`config.mk`:
```
export PLATFORM = sky130hd
export DESIGN_NAME = instrDecoder
export DESIGN_NICKNAME = d
export VERILOG_FILES = /design/src/rtl/tinkerPkg.sv /design/src/rtl/instrDecoder.sv
export SDC_FILE = /design/constraint.sdc
export NUM_CORES = 1
export LEC_CHECK = 0
export ABC_AREA = 1
export BUFFER_PORTS_ARGS = -buffer_cell sky130_fd_sc_hd__buf_2
export CORE_MARGIN = 8
export CORE_UTILIZATION = 34
export DETAILED_ROUTE_END_ITERATION = 10
export PLACE_DENSITY = 0.91
export SYNTH_ARGS = -nofsm -noshare
export SYNTH_HDL_FRONTEND = slang
export SYNTH_SLANG_ARGS = --single-unit
```
`constraint.sdc`:
```
create_clock -name vclk -period 2.1
set_input_delay 0.105 -clock vclk [all_inputs]
set_output_delay 0.105 -clock vclk [all_outputs]
set_load 0.05 [all_outputs]
```
`src/rtl/tinkerPkg.sv`:
```
// Tinker core shared definitions
// Widths, memory map, opcode and sequencer state encodings, decoded instruction

package tinkerPkg;

  ////////////////////////////////////////////////////////////////////////////
  // Widths and memory map
  ////////////////////////////////////////////////////////////////////////////
  localparam int XLEN        = 64;                 // Data and address width
  localparam int INSTR_W     = 32;                 // Instruction word width
  localparam int REG_ADDR_W  = 5;                  // Register index width
  localparam int NUM_REGS    = 32;
  localparam int STACK_REG   = 31;                 // Stack base register
  localparam int MEM_BYTES   = 16384;              // Unified memory size
  localparam int MEM_ADDR_W  = $clog2(MEM_BYTES);  // Addresses wrap at this width
  localparam logic [XLEN-1:0] STACK_BASE  = XLEN'(MEM_BYTES); // Top of memory
  localparam logic [XLEN-1:0] RESET_PC    = 64'h2000;
  localparam logic [XLEN-1:0] INSTR_BYTES = 64'd4;            // PC step

  ////////////////////////////////////////////////////////////////////////////
  // Encodings
  ////////////////////////////////////////////////////////////////////////////
  typedef enum logic [4:0] {
    OP_AND     = 5'b00000,
    OP_OR      = 5'b00001,
    OP_XOR     = 5'b00010,
    OP_NOT     = 5'b00011,
    OP_SHFTR   = 5'b00100,
    OP_SHFTRI  = 5'b00101,
    OP_SHFTL   = 5'b00110,
    OP_SHFTLI  = 5'b00111,
    OP_BR      = 5'b01000,  // Jump to rd
    OP_BRR_REG = 5'b01001,  // PC relative by rd
    OP_BRR_LIT = 5'b01010,  // PC relative by signed literal
    OP_BRNZ    = 5'b01011,
    OP_BRGT    = 5'b01110,
    OP_HLT     = 5'b01111,
    OP_LOAD    = 5'b10000,  // rd <= mem[rs + L]
    OP_MOV_REG = 5'b10001,
    OP_MOV_LIT = 5'b10010,  // Replaces low 12 bits of rd
    OP_STORE   = 5'b10011,  // mem[rd + L] <= rs
    OP_ADD     = 5'b11000,
    OP_ADDI    = 5'b11001,
    OP_SUB     = 5'b11010,
    OP_SUBI    = 5'b11011,
    OP_MUL     = 5'b11100
  } opcode_t;

  typedef enum logic [2:0] {
    FETCH      = 3'd0,
    DECODE     = 3'd1,
    EXECUTE    = 3'd2,
    MEM_ACCESS = 3'd3,
    WRITE_BACK = 3'd4
  } ctrlState_t;

  typedef struct packed {
    opcode_t                opcode;
    logic [REG_ADDR_W-1:0]  rd;
    logic [REG_ADDR_W-1:0]  rs;      // Already swapped to rd on immediate ops
    logic [REG_ADDR_W-1:0]  rt;
    logic [XLEN-1:0]        imm;     // Zero extended literal
    logic                   useImm;  // Operand B comes from imm
    logic                   isLoad;
    logic                   isStore;
    logic                   isBranch;
  } decodedInstr_t;

endpackage

```
`src/rtl/instrDecoder.sv`:
```
// Instruction decoder
// Field split, rd-as-source swap for immediate ops, operand-select and class flags

`timescale 1ns/1ps

module instrDecoder (
  input  logic [tinkerPkg::INSTR_W-1:0] word,
  output tinkerPkg::decodedInstr_t      instr
);

  tinkerPkg::opcode_t rawOp;

  always_comb begin
    rawOp = tinkerPkg::opcode_t'(word[31:27]);
    case (rawOp)
      tinkerPkg::OP_AND, tinkerPkg::OP_OR, tinkerPkg::OP_XOR, tinkerPkg::OP_NOT,
      tinkerPkg::OP_SHFTR, tinkerPkg::OP_SHFTRI, tinkerPkg::OP_SHFTL, tinkerPkg::OP_SHFTLI,
      tinkerPkg::OP_BR, tinkerPkg::OP_BRR_REG, tinkerPkg::OP_BRR_LIT, tinkerPkg::OP_BRNZ,
      tinkerPkg::OP_BRGT, tinkerPkg::OP_HLT, tinkerPkg::OP_LOAD, tinkerPkg::OP_MOV_REG,
      tinkerPkg::OP_MOV_LIT, tinkerPkg::OP_STORE, tinkerPkg::OP_ADD, tinkerPkg::OP_ADDI,
      tinkerPkg::OP_SUB, tinkerPkg::OP_SUBI, tinkerPkg::OP_MUL: instr.opcode = rawOp;
      default: instr.opcode = tinkerPkg::OP_AND;       // Unknown behaves as and
    endcase

    instr.rd  = word[26:22];
    instr.rs  = word[21:17];
    instr.rt  = word[16:12];
    instr.imm = {{(tinkerPkg::XLEN-12){1'b0}}, word[11:0]};

    case (instr.opcode)                                // rd doubles as source
      tinkerPkg::OP_ADDI, tinkerPkg::OP_SUBI, tinkerPkg::OP_SHFTRI,
      tinkerPkg::OP_SHFTLI, tinkerPkg::OP_MOV_LIT: instr.rs = word[26:22];
      default: ;
    endcase

    instr.isLoad   = (instr.opcode == tinkerPkg::OP_LOAD);
    instr.isStore  = (instr.opcode == tinkerPkg::OP_STORE);
    instr.isBranch = instr.opcode inside {tinkerPkg::OP_BR, tinkerPkg::OP_BRR_REG,
                                          tinkerPkg::OP_BRR_LIT, tinkerPkg::OP_BRNZ,
                                          tinkerPkg::OP_BRGT};
    instr.useImm   = instr.isLoad || instr.isStore
                   || instr.opcode inside {tinkerPkg::OP_ADDI, tinkerPkg::OP_SUBI,
                                           tinkerPkg::OP_SHFTRI, tinkerPkg::OP_SHFTLI,
                                           tinkerPkg::OP_MOV_LIT};
  end

endmodule

```
==> results.txt <==
----------------------------------------------------
[Outcome]
  Outcome ... finished clean

[Route]
  Residual DRC ... 0
  Detail-routed net length per standard cell ... 10.7 um
  Routed Antenna Nets ... 0
  Number of vias after detailed routing ... 613
  First DRT Iteration DRCs ... 18
  Vias per cell ... 3.67
  Length of the first detailed-routing pass in iterations ... 2
  Routed wire length ... 1.79 mm

[Logic synthesis]
  Synth warnings ... 0
  Dominant combinational cell family by area after synthesis ... buffers and inverters
  Sequential fraction of the synthesis area ... 0%
  Synth Area in XOR/XNOR ... 0%
  Post-synthesis simple-gate area fraction ... 23.6%
  Synth Area in Adders ... 0%
  Number of distinct library cells after synthesis ... 13
  Mean Syn Cell Area ... 6.26 um^2
  Synthesized-area fraction occupied by ao, oa, aoi and oai cells ... 2.81%
  Post-Synthesis Cell Area ... 801 um^2
  Post-synthesis cell count ... 128
  Portion of netlist area occupied by mux cells ... 0%
  Cells taking the most area after synthesis ... buf_4 69%, nand3_1 8.8%, nand2_1 6.1%
  Cell accounting for the most synthesized area ... buf_4
  Proportion of netlist area held by the largest area contributor ... 69.4%

[Placement]
  Number of cells after detailed placement ... 167
  Count of input and output buffers ... 34
  Routability congestion estimate ... 0.843
  Detailed placement HPWL ... 1.67 mm
  Total cell area at the placement stage ... 642 um^2

[Global route]
  Gr usage total ... 7.45%
  Via count of the first global-routing pass ... 620
  Maximum number of pins on one net before global-route repair ... 9
  Number of antenna violations at the first check in global routing ... 0
  Total overflow reported by the global router ... 0
  First-pass GRT wire length ... 2.78 mm

[Critical path]
  CP required ... 2.00 ns
  CP Launch Type ... primary input
  Arrival time worst endpoint ... 1.26 ns
  Endpoint kind of the worst setup timing path ... primary output
  Critical path class ... in -> out
  Maximum fanout along the worst path ... 7

[Cells and area]
  Final cell count without fillers ... 167
  Net count reported at finish ... 173
  ANT cells ... 0
  Final non-filler cell area ... 642 um^2
  Finished Core Util ... 29.0%
  Area growth from synthesis to layout ... -19.8%
  Clock buf count ... 0
  Seq cells ... 0
  Area of all sequential standard cells ... 0 um^2
  Ratio of cells with drive above 1 in the final layout ... 26.6%

[Floorplan]
  Die span in x ... 64.5 um
  Die Area ... 4160 um^2
  Die Y-Extent ... 64.5 um
  Core area ... 2210 um^2
  Row count ... 17
  I/O pins ... 120
  Initial Utilization ... 36.2%

[Timing]
  Max Clock Freq ... 735 MHz
  Final Max Tran Viols ... 0
  Setup TNS ... 0 ns
  Setup-violating endpoint count in the final report ... 0
  Period utilization ... 64.8%
  Final-report hold violation count ... 0
  Setup repair after global routing missed its margin ... false
  Shortest clock period the worst path allows after layout ... 1.36 ns

[Power]
  Net switching power of the design ... 0.000340 W
  Power density of the placed cells ... 593 nW/um^2
  Leakage component of the power ... 0.469 nW
  Cell-internal power ... 0.0000403 W
  Switching part of the total ... 89.4%
  Gate power share ... 100.0%
  Sequential power share ... 0%
  Maximum VDD drop ... 226 uV
  Part of the power in the clock network ... 0%

[CTS]
  Number of gates resized after cts ... 0
  Post-CTS setup buffers ... 0
  Count of hold buffers inserted by post-cts repair ... 0

[Job]
  Count of maximum capacitance violations ... 0

[Worst hold path]
  Worst Hold Class ... in -> out

----------------------------------------------------
synth_stat cells:
| master | number |
|---|---|
| inv_1 | 7 |
| nand2_4 | 1 |
| o211ai_1 | 1 |
| o21ai_0 | 2 |
| inv_2 | 1 |
| a21oi_1 | 1 |
| nor2_1 | 11 |
| nand2_1 | 13 |
| nand4_1 | 1 |
| buf_4 | 74 |
| nor2_4 | 1 |
| nand3_1 | 14 |
| conb_1 | 1 |
metal layers:
layer | vias to the layer above | global-route usage [%] | share of wire, %
met2 | 59 | 13.4 | 47
met5 | - | 0 | 0
li1 | 293 | - | -
met3 | 6 | 3.26 | 14
met1 | 255 | 7.80 | 37
met4 | 0 | 1.63 | 1.7
cells by family after synthesis:
group,after synthesis
AO/OA/AOI/OAI,4
buffers and inverters,82
AND/OR/NAND/NOR,41
other,1
power by group through the flow:
stage / Sequential (W) / Combinational [W] / Clock, W
final: 0 / 0.000380 / 0
after global routing: 0 / 0.000398 / 0
after floorplan: 0 / 0.000497 / 0
after CTS: 0 / 0.000377 / 0
after detailed placement: 0 / 0.000377 / 0
after global placement: 0 / 0.000376 / 0
cell usage in the layout, fill, tap and decap left out, drive strengths merged:
cell type	Yosys	final
o21ai	2	2
conb	1	52
nand2	14	14
o211ai	1	1
buf	74	34
nor2	12	12
nand3	14	14
a21oi	1	1
nand4	1	1
inv	8	8
worst max-delay path: stages:
cell and delay (ns):
buf_2 0.11, inv_1 0.07, nor2_1 0.14, nand3_1 0.26
nand2_4 0.18, nand2_1 0.06, nand2_1 0.06, buf_2 0.26
final timing paths:
| check | slack, ns | end | cells past startpoint | startpoint |
|---|---|---|---|---|
| worst max-delay path | 0.74 | instr[73] | 8 | word[29] |
| worst min-delay path | 0.21 | instr[12] | 0 | word[8] |
per-stage QoR:
stage | setup slack, ns | total power [W] | hold slack (ns)
2_1_floorplan | 0.583 | 0.000497 | 0.377
3_3_place_gp | 0.777 | 0.000376 | 0.210
3_5_place_dp | 0.727 | 0.000377 | 0.210
4_1_cts | 0.727 | 0.000377 | 0.210
5_1_grt | 0.565 | 0.000398 | 0.210
6_report | 0.739 | 0.000380 | 0.210
area by class of cell:
type,instances,area [um^2]
Inverter,8,30.0
Multi-Input combinational cell,97,407
Fill cell,255,1570
Tap cell,28,35.0
Timing Repair Buffer,34,170
Power figures use the tool's default switching activity.
