File: config.mk
export PLATFORM = sky130hd
export DESIGN_NAME = cycleControl_flat
export DESIGN_NICKNAME = d
export VERILOG_FILES = /design/src/rtl/tinkerPkg.sv /design/src/rtl/coreCtrlIf.sv /design/src/rtl/cycleControl.sv /design/src/flat_wrapper.sv
export SDC_FILE = /design/constraint.sdc
export NUM_CORES = 1
export LEC_CHECK = 0
export ABC_AREA = 1
export BUFFER_PORTS_ARGS = -buffer_cell sky130_fd_sc_hd__clkbuf_2
export CORE_MARGIN = 4
export CORE_UTILIZATION = 16
export DETAILED_ROUTE_END_ITERATION = 6
export MAX_ROUTING_LAYER = met4
export PLACE_DENSITY = 0.81
export SLEW_MARGIN = 40
export SYNTH_ARGS = -nofsm -noshare
export SYNTH_HDL_FRONTEND = slang
export SYNTH_SLANG_ARGS = --single-unit
File: constraint.sdc
create_clock -name clk -period 1.34 [get_ports clk]
set_input_delay 0.201 -clock clk [delete_from_list [all_inputs] [get_ports clk]]
set_output_delay 0.201 -clock clk [all_outputs]
set_load 0.01 [all_outputs]
File: src/rtl/tinkerPkg.sv
// Tinker core shared definitions
// Widths, memory map, opcode and sequencer state encodings, decoded instruction

package tinkerPkg;

  ////////////////////////////////////////////////////////////////////////////
  // Widths and memory map
  ////////////////////////////////////////////////////////////////////////////
  localparam int XLEN        = 64;                 // Data and address width
  localparam int INSTR_W     = 32;                 // Instruction word width
  localparam int REG_ADDR_W  = 5;                  // Register index width
  localparam int NUM_REGS    = 32;
  localparam int STACK_REG   = 31;                 // Stack base register
  localparam int MEM_BYTES   = 16384;              // Unified memory size
  localparam int MEM_ADDR_W  = $clog2(MEM_BYTES);  // Addresses wrap at this width
  localparam logic [XLEN-1:0] STACK_BASE  = XLEN'(MEM_BYTES); // Top of memory
  localparam logic [XLEN-1:0] RESET_PC    = 64'h2000;
  localparam logic [XLEN-1:0] INSTR_BYTES = 64'd4;            // PC step

  ////////////////////////////////////////////////////////////////////////////
  // Encodings
  ////////////////////////////////////////////////////////////////////////////
  typedef enum logic [4:0] {
    OP_AND     = 5'b00000,
    OP_OR      = 5'b00001,
    OP_XOR     = 5'b00010,
    OP_NOT     = 5'b00011,
    OP_SHFTR   = 5'b00100,
    OP_SHFTRI  = 5'b00101,
    OP_SHFTL   = 5'b00110,
    OP_SHFTLI  = 5'b00111,
    OP_BR      = 5'b01000,  // Jump to rd
    OP_BRR_REG = 5'b01001,  // PC relative by rd
    OP_BRR_LIT = 5'b01010,  // PC relative by signed literal
    OP_BRNZ    = 5'b01011,
    OP_BRGT    = 5'b01110,
    OP_HLT     = 5'b01111,
    OP_LOAD    = 5'b10000,  // rd <= mem[rs + L]
    OP_MOV_REG = 5'b10001,
    OP_MOV_LIT = 5'b10010,  // Replaces low 12 bits of rd
    OP_STORE   = 5'b10011,  // mem[rd + L] <= rs
    OP_ADD     = 5'b11000,
    OP_ADDI    = 5'b11001,
    OP_SUB     = 5'b11010,
    OP_SUBI    = 5'b11011,
    OP_MUL     = 5'b11100
  } opcode_t;

  typedef enum logic [2:0] {
    FETCH      = 3'd0,
    DECODE     = 3'd1,
    EXECUTE    = 3'd2,
    MEM_ACCESS = 3'd3,
    WRITE_BACK = 3'd4
  } ctrlState_t;

  typedef struct packed {
    opcode_t                opcode;
    logic [REG_ADDR_W-1:0]  rd;
    logic [REG_ADDR_W-1:0]  rs;      // Already swapped to rd on immediate ops
    logic [REG_ADDR_W-1:0]  rt;
    logic [XLEN-1:0]        imm;     // Zero extended literal
    logic                   useImm;  // Operand B comes from imm
    logic                   isLoad;
    logic                   isStore;
    logic                   isBranch;
  } decodedInstr_t;

endpackage

File: src/rtl/coreCtrlIf.sv
// Sequencer control bundle
// Per-state enables and the current state, fanned out to the datapath

`timescale 1ns/1ps

interface coreCtrlIf;

  logic                  regWrite;  // Register write, WRITE_BACK only
  logic                  memRead;   // Load data read, MEM_ACCESS only
  logic                  memWrite;  // Store commit, MEM_ACCESS only
  logic                  pcWrite;   // Last state of every instruction
  tinkerPkg::ctrlState_t state;

  modport ctrl    (output regWrite, memRead, memWrite, pcWrite, state);
  modport pcPort  (input pcWrite);
  modport regPort (input regWrite);
  modport memPort (input memRead, memWrite, state);

endinterface

File: src/rtl/cycleControl.sv
// Five-state instruction sequencer
// FETCH, DECODE, EXECUTE, then MEM_ACCESS and/or WRITE_BACK by class.
// Raises each enable only in its own state and parks in EXECUTE on hlt.

`timescale 1ns/1ps

module cycleControl (
  input  logic                     clk,
  input  logic                     reset,
  input  tinkerPkg::decodedInstr_t instr,
  coreCtrlIf.ctrl                  ctl,
  output logic                     hlt
);

  tinkerPkg::ctrlState_t state;
  tinkerPkg::ctrlState_t nextState;
  logic                  isHalt;

  assign isHalt = (instr.opcode == tinkerPkg::OP_HLT);

  always_ff @(posedge clk or posedge reset) begin
    if (reset) begin
      state <= tinkerPkg::FETCH;
    end else begin
      state <= nextState;
    end
  end

  ////////////////////////////////////////////////////////////////////////////
  // Next state
  ////////////////////////////////////////////////////////////////////////////
  always_comb begin
    nextState = tinkerPkg::FETCH;
    case (state)
      tinkerPkg::FETCH:  nextState = tinkerPkg::DECODE;
      tinkerPkg::DECODE: nextState = tinkerPkg::EXECUTE;
      tinkerPkg::EXECUTE: begin
        if (isHalt) begin
          nextState = tinkerPkg::EXECUTE;              // Parked until reset
        end else if (instr.isBranch) begin
          nextState = tinkerPkg::FETCH;                // PC already loaded
        end else if (instr.isLoad || instr.isStore) begin
          nextState = tinkerPkg::MEM_ACCESS;
        end else begin
          nextState = tinkerPkg::WRITE_BACK;
        end
      end
      tinkerPkg::MEM_ACCESS: begin
        nextState = instr.isLoad ? tinkerPkg::WRITE_BACK : tinkerPkg::FETCH;
      end
      default: nextState = tinkerPkg::FETCH;           // WRITE_BACK and unused codes
    endcase
  end

  // Enables are pure decodes of the state
  assign ctl.state    = state;
  assign ctl.regWrite = (state == tinkerPkg::WRITE_BACK);
  assign ctl.memRead  = (state == tinkerPkg::MEM_ACCESS) && instr.isLoad;
  assign ctl.memWrite = (state == tinkerPkg::MEM_ACCESS) && instr.isStore;
  assign ctl.pcWrite  = (state == tinkerPkg::WRITE_BACK)
                      || ((state == tinkerPkg::MEM_ACCESS) && instr.isStore)
                      || ((state == tinkerPkg::EXECUTE) && instr.isBranch);
  assign hlt          = (state == tinkerPkg::EXECUTE) && isHalt;

  // One data access direction per cycle
  assert property (@(posedge clk) disable iff (reset) !(ctl.memRead && ctl.memWrite));

  // Halt is sticky, relies on PC and fetched word staying put
  assert property (@(posedge clk) disable iff (reset) hlt |=> hlt);

endmodule

File: src/flat_wrapper.sv
// flat-port wrapper written by rule: the top's interface ports become plain ports
module cycleControl_flat 
  (clk, reset, instr, hlt, ctl_regWrite, ctl_memRead, ctl_memWrite, ctl_pcWrite, ctl_state);
  coreCtrlIf ctl_i ();
  input  logic clk;
  input  logic reset;
  input  tinkerPkg::decodedInstr_t instr;
  output logic hlt;
  output wire logic [$bits(ctl_i.regWrite)-1:0] ctl_regWrite;
  output wire logic [$bits(ctl_i.memRead)-1:0] ctl_memRead;
  output wire logic [$bits(ctl_i.memWrite)-1:0] ctl_memWrite;
  output wire logic [$bits(ctl_i.pcWrite)-1:0] ctl_pcWrite;
  output wire logic [$bits(ctl_i.state)-1:0] ctl_state;
  assign ctl_regWrite = ctl_i.regWrite;
  assign ctl_memRead = ctl_i.memRead;
  assign ctl_memWrite = ctl_i.memWrite;
  assign ctl_pcWrite = ctl_i.pcWrite;
  assign ctl_state = ctl_i.state;
  cycleControl u_core (.clk(clk), .reset(reset), .instr(instr), .ctl(ctl_i), .hlt(hlt));
endmodule
==> results.txt, run 1 <==
----------------------------------------------------
[Critical path]
  R2R Path Start ... u_core.ctl.state[1]$_DFF_PP0_
  Logic depth of the worst setup path including buffers ... 6
  Worst path top cell family by delay ... flip-flops
  Internal reg-to-reg setup slack ... roughly 0.25 ns
  Crit path capture type ... output port
  Worst Setup EP ... ctl_pcWrite
  R2R depth ... 6
  Crit path arrival time ... between 1 and 1.5 ns
  Buf+Inv Stages, Crit Path ... 2
  Crit path max-delay cell type ... sky130_fd_sc_hd__dfrtp_1
  Stage delay of the slowest cell on the critical path ... 0.38 ns
  End of the worst register-to-register path ... u_core.ctl.state[1]$_DFF_PP0_
  CP required ... between 1 and 1.5 ns
  Category of the critical setup timing path ... reg -> out
  Startpoint types ... flip-flop
  Cell-by-cell trace of the critical path ... inv_2 -> nand2_2 -> nor2_4 -> nand2_1 -> nand3_1 -> buf_2
  Maximum fanout along the worst path ... 3
  Crit. Startpoint ... u_core.ctl.state[0]$_DFF_PP0_

[Placement]
  Placer congestion estimate ... approximately 0.66
  Detailed Place HPWL ... around 640 um
  Placed standard-cell area ... 359 um^2
  Count of input and output buffers ... 17

[STA]
  Worst Max-Slew Pin Slew ... 0.164 ns
  Count of final setup violators ... 0
  Final-report max-slew violation count ... 0
  Worst Skew ... ~0.0013 ns
  Slew HR ... 89.0%
  Highest attainable clock frequency ... 768 MHz
  RSZ-0062 raised after global routing ... yes
  Final Hold Vio Count ... 0
  Share of the cycle needed by the critical path after routing ... 97.2%
  Clock period minus final worst setup slack ... 1.30 ns

[Layout]
  Top reg by flops ... u_core.ctl.state
  Top Registers ... u_core.ctl.state x3
  Fraction of final layout cells with drive strength greater than 1 ... 49.3%
  Post-Route Utilization ... 29.3%
  Diode count ... 0
  Synthesis-to-finish area growth ... 73.9%
  Max reg flops ... 3
  Number of nets in the finished design ... 160
  Filler cell count in the final layout ... ~180
  Most frequent cells in the layout ... sky130_fd_sc_hd__clkbuf_2 (15), sky130_fd_sc_hd__inv_1 (9), sky130_fd_sc_hd__nand2_1 (9)
  Most common cell after layout, fill and taps aside ... sky130_fd_sc_hd__clkbuf_2
  Final design area excluding fillers ... 442 um^2

[Clocking]
  Clock Pin Slew Worst Setup and Hold Paths ... 0.04 ns
  TritonCTS Buffers ... 3
  H-tree levels ... 1
  CTS tree ... yes
  CTS root buffer ... sky130_fd_sc_hd__clkbuf_4
  TritonCTS sink count ... 3
  Clock latency on the worst-skew pair ... around 0.23 ns
  CTS max path bufs ... 2

[Pwr]
  Clk pwr share ... 20.8%
  Leakage power ... 0.290 nW
  Combinational Power Share ... 55.5%
  Ratio of total power to cell area ... 1700 nW/um^2
  Sequential share of power ... 23.8%
  P_sw ... 0.000309 W
  VDD IR max ... around 0.00055 V
  Switching fraction of total power ... 41.2%
  Internal power component ... 0.000440 W

[Route]
  Routed wire length ... 777 um
  Post-route antenna net violation count ... 0
  Vias post-DR ... 349
  Drt first-iter violations ... 4
  Drt first pass iters ... 3
  Post-detailed-route DRC marker count ... 0
  Via/cell ratio ... 4.11
  WL/cell ... between 9 and 10 um

[Status]
  Outcome ... complete, no violations

[Job]
  Maximum Capacitance Violations ... 0

[Synth]
  Unique masters post-synth ... 10
  Mean Syn Cell Area ... between 6 and 7 um^2
  Yosys reg bits ... 3
  Seq/Total Area, Yosys ... 29.6%
  Instance count of the mapped netlist ... 42
  Warnings from Yosys ... 0
  Post-Syn Area ... ~250 um^2
  Post-Syn Nets ... 132

[GRT]
  GRT Util Overall ... 7.87%
  Global-route wire length before repair ... 1.19 mm
  Vias in the first global route ... ~310
  Pin count of the biggest net entering global routing ... 7
  GR Overflow Total ... 0
  Initial antenna violation count ... 0

[Floorplanning]
  Io pins ... just under 100
  Core Box Area ... 1510 um^2
  Die outline area ... 2290 um^2
  Width of the die ... around 48 um
  Die height ... 47.8 um
  Number of rows in the core area ... 14
  Initial core utilization ... 16.9%

[Hold path]
  Number of instances on the worst hold path ... 4
  Hold crit path type ... in -> reg

----------------------------------------------------
## logic make-up after synthesis
logic type | after synthesis | synth area share (%)
buf+inv | 12 | 17.7
flops | 3 | 29.6
simple gates | 27 | 52.7
## per-stage QoR
step	hold WS (ns)	setup TNS, ns	setup slack, ns	power (W)	std cells
finish	0.303	0	0.0373	0.000749	85
global route	0.344	-0.0674	-0.0461	0.000811	85
CTS	0.264	0	0.00733	0.000729	83
detailed placement	0.0483	0	0.170	0.000496	75
global placement	0.0468	0	0.201	0.000478	75
floorplan	-0.0454	0	0.285	0.000370	42
## power by group through the flow
| stage | registers, W | clock network (W) | logic, W |
|---|---|---|---|
| floorplan | 0.000192 | 0 | 0.000178 |
| global placement | 0.000180 | 0 | 0.000298 |
| detailed placement | 0.000184 | 0 | 0.000312 |
| CTS | 0.000175 | 0.000159 | 0.000395 |
| global route | 0.000188 | 0.000167 | 0.000456 |
| finish | 0.000178 | 0.000155 | 0.000416 |
## per-layer routing
layer  track usage, %  vias to the layer above  wire [um]
li1                 -                      182          -
met1             8.41                      152        306
met2             12.7                       15        387
met3             3.38                        0         83
met4             3.23                        0          0
met5                -                        -          0
## worst min-delay path by stage
stage,from,endpoint,slack (ns)
final,instr[0],u_core.ctl.state[0]$_DFF_PP0_,0.30
after global routing,instr[0],u_core.ctl.state[0]$_DFF_PP0_,0.34
after CTS,instr[2],u_core.ctl.state[2]$_DFF_PP0_,0.26
after detailed placement,reset,u_core.ctl.state[1]$_DFF_PP0_,0.05
after global placement,reset,u_core.ctl.state[1]$_DFF_PP0_,0.05
after floorplan,reset,u_core.ctl.state[0]$_DFF_PP0_,-0.05
## worst reg2reg max path, cell delays in order (launching register included)
cell,delay [ns]
sky130_fd_sc_hd__dfrtp_2,0.43
sky130_fd_sc_hd__nand2_2,0.10
sky130_fd_sc_hd__nor2_4,0.04
sky130_fd_sc_hd__buf_4,0.13
sky130_fd_sc_hd__buf_4,0.13
sky130_fd_sc_hd__nand2_1,0.07
sky130_fd_sc_hd__nand3_2,0.07
## synth_stat cells
master / number / area [um^2]
sky130_fd_sc_hd__nand2_2: 2 / 12.5
sky130_fd_sc_hd__inv_2: 2 / 7.51
sky130_fd_sc_hd__nand3_2: 1 / 10.0
sky130_fd_sc_hd__nor2_4: 1 / 11.3
sky130_fd_sc_hd__nand4_1: 2 / 12.5
sky130_fd_sc_hd__nor2_1: 5 / 18.8
sky130_fd_sc_hd__dfrtp_1: 3 / 75.1
sky130_fd_sc_hd__nand3_1: 7 / 35.0
sky130_fd_sc_hd__inv_1: 10 / 37.5
sky130_fd_sc_hd__nand2_1: 9 / 33.8
## what timing repair did
| item | 4_1_cts | 5_1_grt |
|---|---|---|
| resized for setup | 2 | 4 |
| hold buffers | 1 | 0 |
| pin swaps | 1 | 3 |
| hold endpoints to repair | 3 | 0 |
| setup buffers | 3 | 2 |
| setup endpoints to repair | 2 | 4 |
## final cells by class
| class | count | area, um^2 | share of cell area (%) |
|---|---|---|---|
| clock buffer | 4 | 26.3 | 5.95 |
| inverter | 12 | 45.0 | 10.2 |
| multi-input combinational | 27 | 134 | 30.3 |
| sequential | 3 | 77.6 | 17.6 |
| tap | 16 | 20.0 | 4.53 |
| timing repair buffer | 23 | 139 | 31.4 |
Note: power is estimated with default switching activity, not from simulation.
==> run 2: changes to the inputs <==
CTS_BUF_LIST = sky130_fd_sc_hd__clkbuf_4 sky130_fd_sc_hd__clkbuf_8 sky130_fd_sc_hd__clkbuf_16   (was unset)
==> results.txt, run 2 (same netlist as run 1, synthesis figures left out) <==
----------------------------------------------------
[STA]
  Worst Skew ... 0.00150 ns (+0.000197 ns)
  Share of the cycle needed by the critical path after routing ... 97.5% (+0.33 points)
  Minimum hold slack ... 0.306 ns (+0.00301 ns)
  Final Hold Vio Count ... 0 (unchanged)
  RSZ-0062 raised after global routing ... yes
  Clock period minus final worst setup slack ... 1.31 ns (+0.00442 ns)
  Highest attainable clock frequency ... 765 MHz (-0.34%)
  Worst Max-Slew Pin Slew ... 0.174 ns (+0.00960 ns)
  Final-report max-slew violation count ... 0 (unchanged)
  Slew HR ... 88.4% (-0.64 points)
  Count of final setup violators ... 0 (unchanged)

[Route]
  Via/cell ratio ... 4.20 (+2.4%)
  Vias post-DR ... 353 (+1.1%)
  Routed wire length ... 767 um (-1.3%)
  WL/cell ... 9.13 um (-0.11%)
  Drt first-iter violations ... 4 (unchanged)
  Post-route antenna net violation count ... 0 (unchanged)
  Post-detailed-route DRC marker count ... 0 (unchanged)
  Drt first pass iters ... 3 (unchanged)

[Critical path]
  Startpoint types ... flip-flop
  Stage delay of the slowest cell on the critical path ... 0.38 ns (about the same)
  CP required ... 1.14 ns (about the same)
  Crit path arrival time ... 1.11 ns (about the same)
  Cell-by-cell trace of the critical path ... inv_2 -> nand2_2 -> nor2_4 -> nand2_1 -> nand3_1 -> buf_2
  Crit path capture type ... output port
  Crit path max-delay cell type ... sky130_fd_sc_hd__dfrtp_1
  Buf+Inv Stages, Crit Path ... 2 (unchanged)
  Worst path top cell family by delay ... flip-flops
  Logic depth of the worst setup path including buffers ... 6 (unchanged)
  Category of the critical setup timing path ... reg -> out
  Maximum fanout along the worst path ... 3 (unchanged)
  R2R depth ... 5 (-1)

[Hold path]
  Hold crit path type ... in -> reg
  Number of instances on the worst hold path ... 4 (unchanged)

[Pwr]
  VDD IR max ... 0.000489 V (-11%)
  Switching fraction of total power ... 40.7% (-0.54 points)
  Ratio of total power to cell area ... 1710 nW/um^2 (+1.1%)
  P_sw ... 0.000306 W (-1.0%)
  Clk pwr share ... 23.5% (+2.7 points)
  Leakage power ... 0.288 nW (-0.63%)
  Internal power component ... 0.000445 W (+1.2%)
  Sequential share of power ... 23.6% (-0.2 points)
  Combinational Power Share ... 52.9% (-2.6 points)

[Clocking]
  CTS max path bufs ... 2 (unchanged)
  CTS tree ... yes
  Clock Pin Slew Worst Setup and Hold Paths ... 0.04 ns (about the same)
  CTS root buffer ... sky130_fd_sc_hd__clkbuf_4
  TritonCTS Buffers ... 3 (unchanged)
  TritonCTS sink count ... 3 (unchanged)
  H-tree levels ... 1 (unchanged)
  Clock latency on the worst-skew pair ... 0.23 ns (about the same)

[Floorplanning]
  Initial core utilization ... 16.9% (unchanged)
  Die height ... 47.8 um (unchanged)
  Io pins ... 98 (unchanged)
  Width of the die ... 47.8 um (unchanged)
  Core Box Area ... 1510 um^2 (unchanged)
  Number of rows in the core area ... 14 (unchanged)
  Die outline area ... 2290 um^2 (unchanged)

[Layout]
  Final design area excluding fillers ... 438 um^2 (-0.85%)
  Top reg by flops ... u_core.ctl.state
  Most common cell after layout, fill and taps aside ... sky130_fd_sc_hd__clkbuf_2
  Final instance count without filler cells ... 84 (-1.2%)
  Top Registers ... u_core.ctl.state x3
  Synthesis-to-finish area growth ... 72.4%
  Fraction of final layout cells with drive strength greater than 1 ... 50.0% (+0.72 points)
  Most frequent cells in the layout ... sky130_fd_sc_hd__clkbuf_2 (15), sky130_fd_sc_hd__inv_1 (9), sky130_fd_sc_hd__nand2_1 (9)
  Diode count ... 0 (unchanged)
  Number of nets in the finished design ... 159 (-0.63%)
  Max reg flops ... 3 (unchanged)

[GRT]
  Pin count of the biggest net entering global routing ... 7 (unchanged)
  Global-route wire length before repair ... 1.19 mm (unchanged)
  GRT Util Overall ... 7.87% (unchanged)
  GR Overflow Total ... 0 (unchanged)
  Initial antenna violation count ... 0 (unchanged)
  Vias in the first global route ... 305 (unchanged)

[Placement]
  Placed standard-cell area ... 359 um^2 (unchanged)
  Cell Count Post-Placement ... 75 (unchanged)
  Detailed Place HPWL ... 636 um (unchanged)
  Placer congestion estimate ... 0.664 (unchanged)
  Count of input and output buffers ... 17 (unchanged)

[Status]
  Outcome ... complete, no violations

[Job]
  Maximum Capacitance Violations ... 0 (unchanged)

----------------------------------------------------
-- run 2: layout make-up --
class | instances | area (um^2)
clock buffers | 4 | 30.0
fillers | 180 | 1070
inverters | 12 | 45.0
multi-input cells | 27 | 134
flip-flops and latches | 3 | 77.6
well taps | 16 | 20.0
repair buffers | 22 | 131
-- run 2: path summary, 6_finish.rpt --
kind | start | endpoint | slack (ns)
worst max register to register | u_core.ctl.state[1]$_DFF_PP0_ | u_core.ctl.state[1]$_DFF_PP0_ | 0.37
worst min-delay path | instr[0] | u_core.ctl.state[0]$_DFF_PP0_ | 0.31
min in group asynchronous | reset | u_core.ctl.state[0]$_DFF_PP0_ | 0.37
max in group asynchronous | reset | u_core.ctl.state[1]$_DFF_PP0_ | 0.83
worst min register to register | u_core.ctl.state[2]$_DFF_PP0_ | u_core.ctl.state[1]$_DFF_PP0_ | 0.64
worst max-delay path | u_core.ctl.state[0]$_DFF_PP0_ | ctl_pcWrite | 0.03
-- run 2: stage by stage --
step / TNS (ns) / total power [W] / utilization (%) / setup WS [ns]
after floorplan: 0 / 0.000370 / - / 0.285
after global placement: 0 / 0.000478 / 23.8 / 0.201
after detailed placement: 0 / 0.000496 / 23.8 / 0.170
after CTS: 0 / 0.000749 / 28.1 / 0.00733
after global routing: -0.0755 / 0.000813 / 29.1 / -0.0502
final: 0 / 0.000751 / 29.1 / 0.0329
-- run 2: repair_timing --
| item | in CTS | in global routing |
|---|---|---|
| gates resized for setup | 2 | 4 |
| endpoints found under the hold margin | 3 | 0 |
| hold buffers | 1 | 0 |
| setup buffers | 3 | 1 |
| pin swaps | 1 | 3 |
| cloned | 0 | 0 |
| setup endpoints to repair | 2 | 4 |
-- run 2: worst reg2reg max path, stage by stage, from the launching register on --
cell	delay, ns
sky130_fd_sc_hd__dfrtp_2	0.43
sky130_fd_sc_hd__nand2_2	0.10
sky130_fd_sc_hd__nor2_4	0.05
sky130_fd_sc_hd__buf_4	0.13
sky130_fd_sc_hd__nand2_1	0.07
sky130_fd_sc_hd__nand3_2	0.07
-- run 2: layer usage --
layer | routed length [um] | up-vias | part of all wire (%) | GRT usage (%)
met5 | 0 | - | 0 | -
met4 | 0 | 0 | 0 | 3.23
met3 | 83 | 0 | 11 | 3.38
met2 | 387 | 15 | 50 | 12.7
met1 | 295 | 158 | 38 | 8.41
li1 | - | 180 | - | -
-- run 2: power groups by stage --
stage / Sequential, W / Clock (W) / Combinational, W
after floorplan: 0.000192 / 0 / 0.000178
after global placement: 0.000180 / 0 / 0.000298
after detailed placement: 0.000184 / 0 / 0.000312
after CTS: 0.000175 / 0.000179 / 0.000395
after global routing: 0.000188 / 0.000188 / 0.000438
final: 0.000177 / 0.000176 / 0.000398
