<file path="src/rtl/tinkerPkg.sv">
// Tinker core shared definitions
// Widths, memory map, opcode and sequencer state encodings, decoded instruction

package tinkerPkg;

  ////////////////////////////////////////////////////////////////////////////
  // Widths and memory map
  ////////////////////////////////////////////////////////////////////////////
  localparam int XLEN        = 64;                 // Data and address width
  localparam int INSTR_W     = 32;                 // Instruction word width
  localparam int REG_ADDR_W  = 5;                  // Register index width
  localparam int NUM_REGS    = 32;
  localparam int STACK_REG   = 31;                 // Stack base register
  localparam int MEM_BYTES   = 16384;              // Unified memory size
  localparam int MEM_ADDR_W  = $clog2(MEM_BYTES);  // Addresses wrap at this width
  localparam logic [XLEN-1:0] STACK_BASE  = XLEN'(MEM_BYTES); // Top of memory
  localparam logic [XLEN-1:0] RESET_PC    = 64'h2000;
  localparam logic [XLEN-1:0] INSTR_BYTES = 64'd4;            // PC step

  ////////////////////////////////////////////////////////////////////////////
  // Encodings
  ////////////////////////////////////////////////////////////////////////////
  typedef enum logic [4:0] {
    OP_AND     = 5'b00000,
    OP_OR      = 5'b00001,
    OP_XOR     = 5'b00010,
    OP_NOT     = 5'b00011,
    OP_SHFTR   = 5'b00100,
    OP_SHFTRI  = 5'b00101,
    OP_SHFTL   = 5'b00110,
    OP_SHFTLI  = 5'b00111,
    OP_BR      = 5'b01000,  // Jump to rd
    OP_BRR_REG = 5'b01001,  // PC relative by rd
    OP_BRR_LIT = 5'b01010,  // PC relative by signed literal
    OP_BRNZ    = 5'b01011,
    OP_BRGT    = 5'b01110,
    OP_HLT     = 5'b01111,
    OP_LOAD    = 5'b10000,  // rd <= mem[rs + L]
    OP_MOV_REG = 5'b10001,
    OP_MOV_LIT = 5'b10010,  // Replaces low 12 bits of rd
    OP_STORE   = 5'b10011,  // mem[rd + L] <= rs
    OP_ADD     = 5'b11000,
    OP_ADDI    = 5'b11001,
    OP_SUB     = 5'b11010,
    OP_SUBI    = 5'b11011,
    OP_MUL     = 5'b11100
  } opcode_t;

  typedef enum logic [2:0] {
    FETCH      = 3'd0,
    DECODE     = 3'd1,
    EXECUTE    = 3'd2,
    MEM_ACCESS = 3'd3,
    WRITE_BACK = 3'd4
  } ctrlState_t;

  typedef struct packed {
    opcode_t                opcode;
    logic [REG_ADDR_W-1:0]  rd;
    logic [REG_ADDR_W-1:0]  rs;      // Already swapped to rd on immediate ops
    logic [REG_ADDR_W-1:0]  rt;
    logic [XLEN-1:0]        imm;     // Zero extended literal
    logic                   useImm;  // Operand B comes from imm
    logic                   isLoad;
    logic                   isStore;
    logic                   isBranch;
  } decodedInstr_t;

endpackage

</file>
<file path="src/rtl/coreCtrlIf.sv">
// Sequencer control bundle
// Per-state enables and the current state, fanned out to the datapath

`timescale 1ns/1ps

interface coreCtrlIf;

  logic                  regWrite;  // Register write, WRITE_BACK only
  logic                  memRead;   // Load data read, MEM_ACCESS only
  logic                  memWrite;  // Store commit, MEM_ACCESS only
  logic                  pcWrite;   // Last state of every instruction
  tinkerPkg::ctrlState_t state;

  modport ctrl    (output regWrite, memRead, memWrite, pcWrite, state);
  modport pcPort  (input pcWrite);
  modport regPort (input regWrite);
  modport memPort (input memRead, memWrite, state);

endinterface

</file>
<file path="src/rtl/pcUnit.sv">
// Program counter
// Branch resolution and next-PC, loaded in the last state of each instruction

`timescale 1ns/1ps

module pcUnit (
  input  logic                       clk,
  input  logic                       reset,
  coreCtrlIf.pcPort                  ctl,
  input  tinkerPkg::decodedInstr_t   instr,
  input  logic [tinkerPkg::XLEN-1:0] rdVal,  // Branch target or offset
  input  logic [tinkerPkg::XLEN-1:0] rsVal,  // brnz test, brgt left side
  input  logic [tinkerPkg::XLEN-1:0] rtVal,  // brgt right side
  output logic [tinkerPkg::XLEN-1:0] pc
);

  logic [tinkerPkg::XLEN-1:0] pcNext;
  logic [tinkerPkg::XLEN-1:0] immSext;

  assign immSext = {{(tinkerPkg::XLEN-12){instr.imm[11]}}, instr.imm[11:0]};

  always_comb begin
    pcNext = pc + tinkerPkg::INSTR_BYTES;              // Fall through
    case (instr.opcode)
      tinkerPkg::OP_BR:      pcNext = rdVal;
      tinkerPkg::OP_BRR_REG: pcNext = pc + rdVal;
      tinkerPkg::OP_BRR_LIT: pcNext = pc + immSext;
      tinkerPkg::OP_BRNZ:    if (rsVal != '0) pcNext = rdVal;
      tinkerPkg::OP_BRGT:    if ($signed(rsVal) > $signed(rtVal)) pcNext = rdVal;
      default: ;
    endcase
  end

  always_ff @(posedge clk or posedge reset) begin
    if (reset) begin
      pc <= tinkerPkg::RESET_PC;
    end else if (ctl.pcWrite) begin
      pc <= pcNext;
    end
  end

endmodule

</file>
<file path="src/flat_wrapper.sv">
// flat-port wrapper written by rule: the top's interface ports become plain ports
module pcUnit_flat 
  (clk, reset, instr, rdVal, rsVal, rtVal, pc, ctl_pcWrite);
  coreCtrlIf ctl_i ();
  input  logic clk;
  input  logic reset;
  input  tinkerPkg::decodedInstr_t instr;
  input  logic [tinkerPkg::XLEN-1:0] rdVal;
  input  logic [tinkerPkg::XLEN-1:0] rsVal;
  input  logic [tinkerPkg::XLEN-1:0] rtVal;
  output logic [tinkerPkg::XLEN-1:0] pc;
  input wire logic [$bits(ctl_i.pcWrite)-1:0] ctl_pcWrite;
  assign ctl_i.pcWrite = ctl_pcWrite;
  pcUnit u_core (.clk(clk), .reset(reset), .ctl(ctl_i), .instr(instr), .rdVal(rdVal), .rsVal(rsVal), .rtVal(rtVal), .pc(pc));
endmodule
</file>
<file path="config.mk">
export PLATFORM = sky130hd
export DESIGN_NAME = pcUnit_flat
export DESIGN_NICKNAME = d
export VERILOG_FILES = /design/src/rtl/tinkerPkg.sv /design/src/rtl/coreCtrlIf.sv /design/src/rtl/pcUnit.sv /design/src/flat_wrapper.sv
export SDC_FILE = /design/constraint.sdc
export NUM_CORES = 1
export LEC_CHECK = 0
export BUFFER_PORTS_ARGS = -buffer_cell sky130_fd_sc_hd__buf_2
export CAP_MARGIN = 5
export CORE_MARGIN = 3
export CORE_UTILIZATION = 32
export DETAILED_ROUTE_END_ITERATION = 6
export GPL_TIMING_DRIVEN = 0
export PLACE_DENSITY = 0.63
export SYNTH_ARGS = -nofsm -noshare
export SYNTH_HDL_FRONTEND = slang
export SYNTH_SLANG_ARGS = --single-unit
</file>
<file path="constraint.sdc">
create_clock -name clk -period 3.02 [get_ports clk]
set_input_delay 0.302 -clock clk [delete_from_list [all_inputs] [get_ports clk]]
set_output_delay 0.302 -clock clk [all_outputs]
set_load 0.005 [all_outputs]
</file>
==> flow_metrics.tcl, run 1 <==
set metrics [dict create \
    htreeDepth 3 \
    arrival_ns 4.05 \
    cp-endpoint "u_core.pc[62]" \
    final_nets 2360 \
    timing.rr.end "u_core.pc[56]" \
    core_area_sq_mm 0.03463 \
    largest_register_ffs 64 \
    violations "setup timing" \
    irDropWorstVdd_mv 0.3935 \
    powerDensity_mw_per_mm2 589.0 \
    routed_via_density 6.168 \
    drv_slew 0 \
    synth_seq_cells 64 \
    yosys-top-cells-count "a21oi_1 (141), nand2_1 (139), ha_1 (136), o21ai_0 (112), inv_1 (111)" \
    syn_inst 1559 \
    rrSetupSlack_ns -0.62 \
    cp_cell_sequence "buf_8, nor2b_4, nor2b_4, buf_6, and3_4, clkbuf_16, clkbuf_16, a21o_1, ha_1, a21oi_2, o21a_1, nand3_1, o21ai_4, o31a_1, buf_12, o22ai_4, o21ai_4, mux2i_1, o21ai_1, o221a_2" \
    hold_viol_final 0 \
    cp_max_fo 6 \
    top_regs "u_core.pc: 64 flops" \
    placedCellCount 2290 \
    fp.dieArea_sq_mm 0.03748 \
    grt_pass1_vias 14140 \
    avgSynthCellArea_sq_um 7.223 \
    setup-violations-final 49 \
    insertion_delay_ns 0.36 \
    die_w_microns 193.6 \
    drt_pass1_iterations 6 \
    synth_ff_type "dfrtp_1" \
    cts.sinks 64 \
    relSlewSlack 0.01977 \
    hp-class "in2reg" \
    end_kind "flip-flop" \
    cts-root-buf "clkbuf_16" \
    worst_slack_ns -0.7768 \
    utilization 0.4746 \
    cts_tree "done" \
    start_kind "primary input" \
    fin_crit_sh 1.257 \
    path_class "in2reg" \
    period_needed_ns 3.797 \
    ant_nets 0 \
    synth_edf_count 0 \
    worst-path-buf-inv 5 \
    final_layout_size_suffix_gt1_frac 0.3506 \
    max_freq_mhz 263.4 \
    grt_pass1_wl_mm 87.83 \
    synth.area.top_cells "ha_1 (15%), dfrtp_1 (14%), a21oi_1 (6.3%)" \
    die_h_microns 193.6 \
    cp_num_cells 20 \
    crit_slowest_cell "o31a_1" \
    fillers 3418 \
    slowest_delay_ns 0.35 \
    yosysTopAreaCell "ha_1" \
    syn_to_final_growth_pct 45.96 \
    r2r_start "u_core.pc[2]" \
    wl_per_cell_microns 25.27 \
    async_reset_ff_frac 1.000 \
    place_congestion 0.9926 \
    crit_required_ns 3.27 \
    maxCapViolCount 0 \
    antenna_found_initial 1 \
    synth_fp_nets 1979 \
    seq_area_frac_synth 0.1423 \
    io_pins 347 \
    yosysMostFrequentCell "a21oi_1" \
    syn-cell-area_sq_mm 0.01126 \
    crit_family "compound AO/OA/AOI/OAI gates" \
    power.leakage_nw 7.344 \
    track_usage 0.2997 \
    ys_warn_count 0 \
    gr-total-overflow 0 \
    hpwl_mm 45.55 \
    top_register "u_core.pc" \
    skew_ns 0.01209 \
    path_clk_slew_ns 0.07 \
    hold_slack_ns 0.2166 \
    grt_max_degree 44 \
    start_util 0.3252 \
    cts_buffers 9 \
    synth_top_area_share 0.1511 \
    rsz0062_at_grt "true" \
    drtIter0Drc 1524 \
    rows 68 \
    cp-startpoint "instr[87]" \
    worstMarginPinSlew_ns 1.465 \
    final_cells 2402 \
    drt_wl_total_mm 60.70 \
    reg2regPathDepth 10 \
    status "finished with violations" \
    clockBufferDepth 2 \
    io_buffers 275 \
    drc 0 \
    via_count 14820 \
    ys_types 82 \
]
==> power breakdown <==
part	switching [mW]	internal [mW]
Combinational	3.62	3.02
Clock	0.503	0.810
Sequential	0.625	1.11
Total	4.75	4.93
==> per-stage QoR <==
stage	setup TNS [ns]	cell area, sq um	setup slack (ns)	power [mW]
3_3_place_gp	-76.97	13610	-1.574	6.639
3_5_place_dp	-67.88	13640	-1.591	6.674
6_report	-24.00	16440	-0.7768	9.681
4_1_cts	-21.03	15310	-0.7299	8.669
2_1_floorplan	-8.744	11660	-0.4073	4.995
5_1_grt	-29.31	16430	-0.8864	10.21
==> worst min-delay path by stage <==
stage                  startpoint            end  slack [ns]  cells past startpoint
finish                  rdVal[19]  u_core.pc[19]        0.22                      3
global route             rdVal[3]   u_core.pc[3]        0.24                      3
CTS                     rdVal[19]  u_core.pc[19]        0.22                      3
detailed placement          reset   u_core.pc[1]        0.31                      2
global placement    u_core.pc[13]  u_core.pc[13]        0.52                      2
floorplan               rdVal[17]  u_core.pc[17]        0.45                      2
==> cell usage in the layout (no fill, tap or decap), types with 28 or more instances in the layout <==
| cell type | synthesis | routed |
|---|---|---|
| nor2_1 | 106 | 98 |
| clkbuf_1 | 53 | 28 |
| nor4_1 | 36 | 28 |
| inv_1 | 111 | 108 |
| a21o_1 | 76 | 75 |
| nand2_1 | 139 | 129 |
| nand4_1 | 44 | 44 |
| buf_6 | 1 | 28 |
| xnor2_1 | 43 | 32 |
| o21ai_0 | 112 | 74 |
| o21ai_1 | 20 | 38 |
| ha_4 | 0 | 36 |
| dfrtp_1 | 63 | 63 |
| buf_2 | 13 | 278 |
| ha_1 | 136 | 92 |
| xor2_1 | 33 | 29 |
| buf_4 | 0 | 71 |
| nand3_1 | 53 | 50 |
| a21oi_1 | 141 | 110 |
==> worst reg2reg max path: stages (launching register included) <==
cell	delay, ns
dfrtp_1	0.48
ha_1	0.27
nand3_1	0.27
nor4_4	0.50
nand3_4	0.28
nor4_2	0.51
xor2_1	0.21
a221o_1	0.33
a311oi_1	0.41
o22a_1	0.20
nand2_1	0.05
==> repair_timing <==
item,in CTS,in global routing
endpoints found under the hold margin,21,0
buffers inserted,61,37
setup endpoints to repair,64,64
hold buffers,1,0
cloned,3,1
pin swaps,75,111
gates resized for setup,181,168
==> area by class of cell <==
type / count / area, sq um / share of cell area
Inverter: 112 / 422.9 / 0.02573
Antenna cell: 2 / 5.005 / 0.0003045
Clock inverter: 7 / 120.1 / 0.007308
Multi-Input combinational cell: 1312 / 10600 / 0.6449
Sequential cell: 64 / 1603 / 0.09752
Tap cell: 455 / 569.3 / 0.03464
Buffer: 65 / 560.5 / 0.03410
Timing Repair Buffer: 376 / 2331 / 0.1418
Clock buffer: 9 / 225.2 / 0.01370
==> logic make-up after synthesis <==
| group | share of synthesized area |
|---|---|
| simple gates | 0.2228 |
| xor+xnor | 0.05911 |
| compound gates | 0.3336 |
| mux | 0.02600 |
| flops | 0.1423 |
| fa+ha+maj | 0.1529 |
| buf+inv | 0.06333 |
==> metal layers <==
metal	global-route usage	routed length [microns]
met1	0.3726	23550
met2	0.5067	28350
met3	0.05939	5835
met4	0.1256	2947
met5	0	13
Note: power is estimated with default switching activity, not from simulation.
==> run 2, diff against run 1 <==
--- a/config.mk
+++ b/config.mk
@@ -11,6 +11,7 @@
 export CORE_UTILIZATION = 32
 export DETAILED_ROUTE_END_ITERATION = 6
 export GPL_TIMING_DRIVEN = 0
+export MAX_ROUTING_LAYER = met4
 export PLACE_DENSITY = 0.63
 export SYNTH_ARGS = -nofsm -noshare
 export SYNTH_HDL_FRONTEND = slang
==> run 2 against run 1 <==
  * The flow still finishes with violations (setup timing)
  * Combinational power grew 0.8%
  * Worst setup slack gained 0.026 ns
  * Fmax grew 0.70%
  * Total power shrank 1.8%
  * Critical path depth shrank 1
  * Flip-flop and latch count is the same
  * Hold slack lost 0.0077 ns
  * Core utilization is essentially flat
  * Clock-buffer cell count is the same
  * Clock skew shrank 0.0024 ns
  * Final cell count grew 0.17%
==> flow_metrics.tcl, run 2 (synthesized netlist as in run 1, its figures left out) <==
set metrics [dict create \
    status "finished with violations" \
    violations "setup timing" \
    fin_crit_sh 1.248 \
    rrSetupSlack_ns -0.63 \
    skew_ns 0.009705 \
    hpwl_mm 45.38 \
    die_h_microns 193.6 \
    grtUsageMet1 0.3620 \
    cts.sinks 64 \
    insertion_delay_ns 0.36 \
    maxCapViolCount 0 \
    utilization 0.4746 \
    via_count 14790 \
    grt_util_met2 0.4966 \
    worstHoldStart "rdVal[19]" \
    end_kind "flip-flop" \
    grt-busiest-layer "met2" \
    drc 0 \
    cts_tree "done" \
    final_common_cell "buf_2" \
    grt_max_degree 44 \
    path_class "in2reg" \
    drtIter0Drc 1348 \
    pre_cts_ws_ns -1.571 \
    largest_register_ffs 64 \
    cts_buffers 9 \
    hp-class "in2reg" \
    max_freq_mhz 265.2 \
    worst_slack_ns -0.7503 \
    tns_ns -27.40 \
    setup-violations-final 55 \
    io_buffers 275 \
    path_clk_slew_ns 0.06 \
    ant_nets 0 \
    arrival_ns 4.02 \
    drv_slew 0 \
    grt_pass1_wl_mm 87.14 \
    cp-startpoint "instr[87]" \
    wl_per_cell_microns 25.00 \
    rows 68 \
    track_usage 0.3071 \
    final_nets 2360 \
    cp_max_fo 5 \
    p_total_mw 9.504 \
    htreeDepth 3 \
    gr-total-overflow 0 \
    place_congestion 1.030 \
    syn_to_final_growth_pct 45.94 \
    powerDensity_mw_per_mm2 578.3 \
    start_kind "primary input" \
    top_register "u_core.pc" \
    irDropWorstVdd_mv 0.3705 \
    r2r_start "u_core.pc[2]" \
    period_needed_ns 3.770 \
    clockBufferDepth 2 \
    final_layout_size_suffix_gt1_frac 0.3512 \
    grt_pass1_vias 14220 \
    crit_required_ns 3.27 \
    antenna_found_initial 5 \
    rsz0062_at_grt "true" \
    top_regs "u_core.pc: 64 flops" \
    hold_viol_final 0 \
    cts-root-buf "clkbuf_16" \
    io_pins 347 \
    fp.dieArea_sq_mm 0.03748 \
    final_cell_mix "buf_2 (276), nand2_1 (129), a21oi_1 (114)" \
    worstMarginPinSlew_ns 1.377 \
    routed_via_density 6.145 \
    power.leakage_nw 7.370 \
    fillers 3458 \
    drt_wl_total_mm 60.14 \
    start_util 0.3252 \
    hold_slack_ns 0.2090 \
    relSlewSlack 0.07892 \
    core_area_sq_mm 0.03463 \
    die_w_microns 193.6 \
    drt_pass1_iterations 6 \
    gr-usage-met3 0.06130 \
]
run 2: path summary, 6_finish.rpt:
| kind | to | cells after the start |
|---|---|---|
| setup / recovery | u_core.pc[51] | 19 |
| hold / removal | u_core.pc[19] | 3 |
| setup reg to reg | u_core.pc[56] | 10 |
| hold reg to reg | u_core.pc[13] | 2 |
| max in group asynchronous | u_core.pc[13] | 4 |
| min in group asynchronous | u_core.pc[14] | 3 |
run 2: metal layers:
layer | up-vias | wire length (microns)
li1 | 6651 | -
met1 | 6965 | 22750
met2 | 947 | 27700
met3 | 222 | 6111
met4 | 0 | 3570
met5 | - | 0
run 2: power breakdown:
group | switching (mW) | internal [mW]
clock network | 0.529 | 0.565
registers | 0.621 | 1.11
logic | 3.62 | 3.06
run 2: per-stage QoR:
stage          instances  cell area, sq um
2_1_floorplan       1559             11660
3_3_place_gp        2289             13610
4_1_cts             2362             15430
3_5_place_dp        2290             13640
5_1_grt             2404             16430
6_report            2406             16430
run 2: worst max-delay path: stages:
cell and delay [ns]:
buf_8 0.10, nor2b_4 0.13, nor2b_4 0.22, nand2_4 0.11, clkbuf_16 0.18, buf_4 0.13
mux2_4 0.33, ha_4 0.31, and4_4 0.25, o2111a_2 0.25, o211ai_1 0.12, buf_4 0.18
buf_6 0.11, a31o_4 0.25, o31ai_4 0.27, mux2i_2 0.33, nand4b_1 0.13, a21o_1 0.17
and3_1 0.13
run 2: area by class of cell:
class	instances	area, sq um	area share
multi-input combinational	1312	10540	0.6416
timing repair buffer	376	2397	0.1459
sequential	64	1603	0.09753
buffer	65	600.6	0.03654
tap	455	569.3	0.03464
inverter	112	422.9	0.02573
clock buffer	9	225.2	0.01370
clock inverter	7	57.56	0.003502
antenna	6	15.01	0.0009136
run 2: repair_timing:
item	4_1_cts	5_1_grt
gates resized for setup	220	129
pin swaps	88	99
hold buffers	1	0
endpoints found under the setup margin	64	63
buffers inserted	59	40
endpoints found under the hold margin	21	0
cloned	1	3
==> run 3, diff against run 2 <==
--- a/config.mk
+++ b/config.mk
@@ -6,13 +6,15 @@
 export NUM_CORES = 1
 export LEC_CHECK = 0
 export BUFFER_PORTS_ARGS = -buffer_cell sky130_fd_sc_hd__buf_2
-export CAP_MARGIN = 5
+export CAP_MARGIN = 20
+export CELL_PAD_IN_SITES_DETAIL_PLACEMENT = 2
+export CELL_PAD_IN_SITES_GLOBAL_PLACEMENT = 2
 export CORE_MARGIN = 3
-export CORE_UTILIZATION = 32
+export CORE_UTILIZATION = 26
 export DETAILED_ROUTE_END_ITERATION = 6
 export GPL_TIMING_DRIVEN = 0
 export MAX_ROUTING_LAYER = met4
-export PLACE_DENSITY = 0.63
+export PLACE_DENSITY = 0.86
 export SYNTH_ARGS = -nofsm -noshare
 export SYNTH_HDL_FRONTEND = slang
 export SYNTH_SLANG_ARGS = --single-unit
==> run 3 against run 2 <==
  * The run still ends with setup timing left
  * Flip-flop and latch count did not move
  * Global-route usage increased by 4.5 points
  * Cell area is 6.8% higher
  * Clock-buffer cell count unchanged
  * Critical path depth fell by 8
  * Sequential share of layout area down 0.62 points
  * Core utilization shrank 6.0 points
  * Critical path type is now reg2reg
==> flow_metrics.tcl, run 3 (synthesized netlist as in run 1, its figures left out) <==
set metrics [dict create \
    via_count 17560 \
    drt_wl_total_mm 96.05 \
    path_clk_slew_ns 0.09 \
    io_pins 347 \
    start_kind "flip-flop" \
    die_h_microns 214.1 \
    hpwl_mm 53.55 \
    violations "setup timing" \
    timing.rr.end "u_core.pc[58]" \
    rows 75 \
    r2r_start "u_core.pc[3]" \
    grt_max_degree 50 \
    io_buffers 275 \
    reg2regPathDepth 11 \
    fp.dieArea_sq_mm 0.04584 \
    cp-endpoint "u_core.pc[58]" \
    rsz0062_at_grt "true" \
    pre_cts_ws_ns -1.878 \
    dpl_cell_area_sq_mm 0.01380 \
    cp_max_fo 5 \
    drc 0 \
    cts_buffers 9 \
    max_freq_mhz 232.9 \
    routed_via_density 6.806 \
    status "finished with violations" \
    whs_path_depth 3 \
    period_needed_ns 4.294 \
    cts_tree "done" \
    maxCapViolCount 0 \
    irDropWorstVdd_mv 0.3752 \
    arrival_ns 4.57 \
    clockBufferDepth 2 \
    start_util 0.2661 \
    worst_slack_ns -1.274 \
    htreeDepth 3 \
    wl_per_cell_microns 37.23 \
    fin_crit_sh 1.422 \
    cts.sinks 64 \
    powerDensity_mw_per_mm2 652.3 \
    place_congestion 1.031 \
    rrSetupSlack_ns -1.27 \
    path_class "reg2reg" \
    relSlewSlack 0.1442 \
    drt_pass1_iterations 6 \
    power.leakage_nw 7.716 \
    top_register "u_core.pc" \
    final_cell_mix "buf_2 (277), nand2_1 (125), buf_4 (118)" \
    drtIter0Drc 1926 \
    top_regs "u_core.pc: 64 flops" \
    end_kind "flip-flop" \
    ant_nets 0 \
    core_area_sq_mm 0.04232 \
    hp-class "in2reg" \
    antenna_found_initial 5 \
    final_layout_size_suffix_gt1_frac 0.3987 \
    grt_pass1_wl_mm 120.3 \
    crit_required_ns 3.29 \
    final_common_cell "buf_2" \
    largest_register_ffs 64 \
    final_nets 2409 \
    cp-startpoint "u_core.pc[3]" \
    track_usage 0.3520 \
    die_w_microns 214.1 \
    drv_slew 0 \
    grt_pass1_vias 18310 \
    insertion_delay_ns 0.42 \
    setup-violations-final 63 \
    hold_viol_final 0 \
    fillers 4722 \
    skew_ns 0.02172 \
    cts-root-buf "clkbuf_16" \
    gr-total-overflow 0 \
    syn_to_final_growth_pct 55.82 \
    worstMarginPinSlew_ns 1.284 \
    final_cell_area_sq_mm 0.01755 \
]
[run 3: worst min path at each step]
stage	startpoint	end	slack (ns)
global route	rdVal[17]	u_core.pc[17]	0.19
finish	rdVal[17]	u_core.pc[17]	0.17
global placement	u_core.pc[13]	u_core.pc[13]	0.51
detailed placement	reset	u_core.pc[25]	0.28
CTS	rdVal[22]	u_core.pc[22]	0.20
floorplan	rdVal[17]	u_core.pc[17]	0.45
[run 3: what timing repair did]
action | CTS | global route
hold buffers | 1 | 0
endpoints found under the hold margin | 15 | 0
buffers inserted | 89 | 61
pin swaps | 112 | 96
cloned | 1 | 1
gates resized for setup | 266 | 178
endpoints found under the setup margin | 64 | 64
[run 3: per-layer routing]
layer	vias to the layer above	global-route usage	share of wire
met2	1541	0.5683	0.45
met5	-	-	0
met4	0	0.2806	0.11
li1	6735	-	-
met1	8514	0.3670	0.34
met3	770	0.08828	0.11
[run 3: area by class of cell]
cell class,instances,area [sq um],share of cell area
antenna,9,22.52,0.001284
buffer,65,626.9,0.03572
clock buffer,9,225.2,0.01284
clock inverter,7,72.57,0.004136
inverter,112,422.9,0.02410
multi-input combinational,1312,11150,0.6352
sequential,64,1603,0.09134
tap,577,721.9,0.04114
timing repair buffer,425,2706,0.1542
[run 3: critical path, stage by stage (launching register included)]
cell and delay (ns):
dfrtp_1 0.56, ha_1 0.42, nand3_2 0.24, nor4_4 0.21, buf_4 0.22, nand2_1 0.23
nor3_1 0.95, nand2_1 0.24, xnor2_1 0.27, a221o_1 0.36, a21oi_1 0.31, a21oi_1 0.13
[run 3: stage by stage]
stage	TNS, ns	total power [mW]	hold WS (ns)	util	instances
2_1_floorplan	-8.744	4.995	0.4503	-	1559
3_3_place_gp	-87.39	6.650	0.5091	0.3251	2411
3_5_place_dp	-84.50	6.930	0.2807	0.3260	2413
4_1_cts	-25.91	9.285	0.2038	0.3793	2515
5_1_grt	-49.64	11.70	0.1940	0.4145	2579
6_report	-48.09	11.45	0.1682	0.4146	2580
[run 3: where the power goes]
part	leakage [nW]	switching (mW)	internal (mW)	total, mW
combinational	6.80	4.99	3.37	8.36
clock	0.141	0.603	0.641	1.24
sequential	0.770	0.739	1.11	1.84
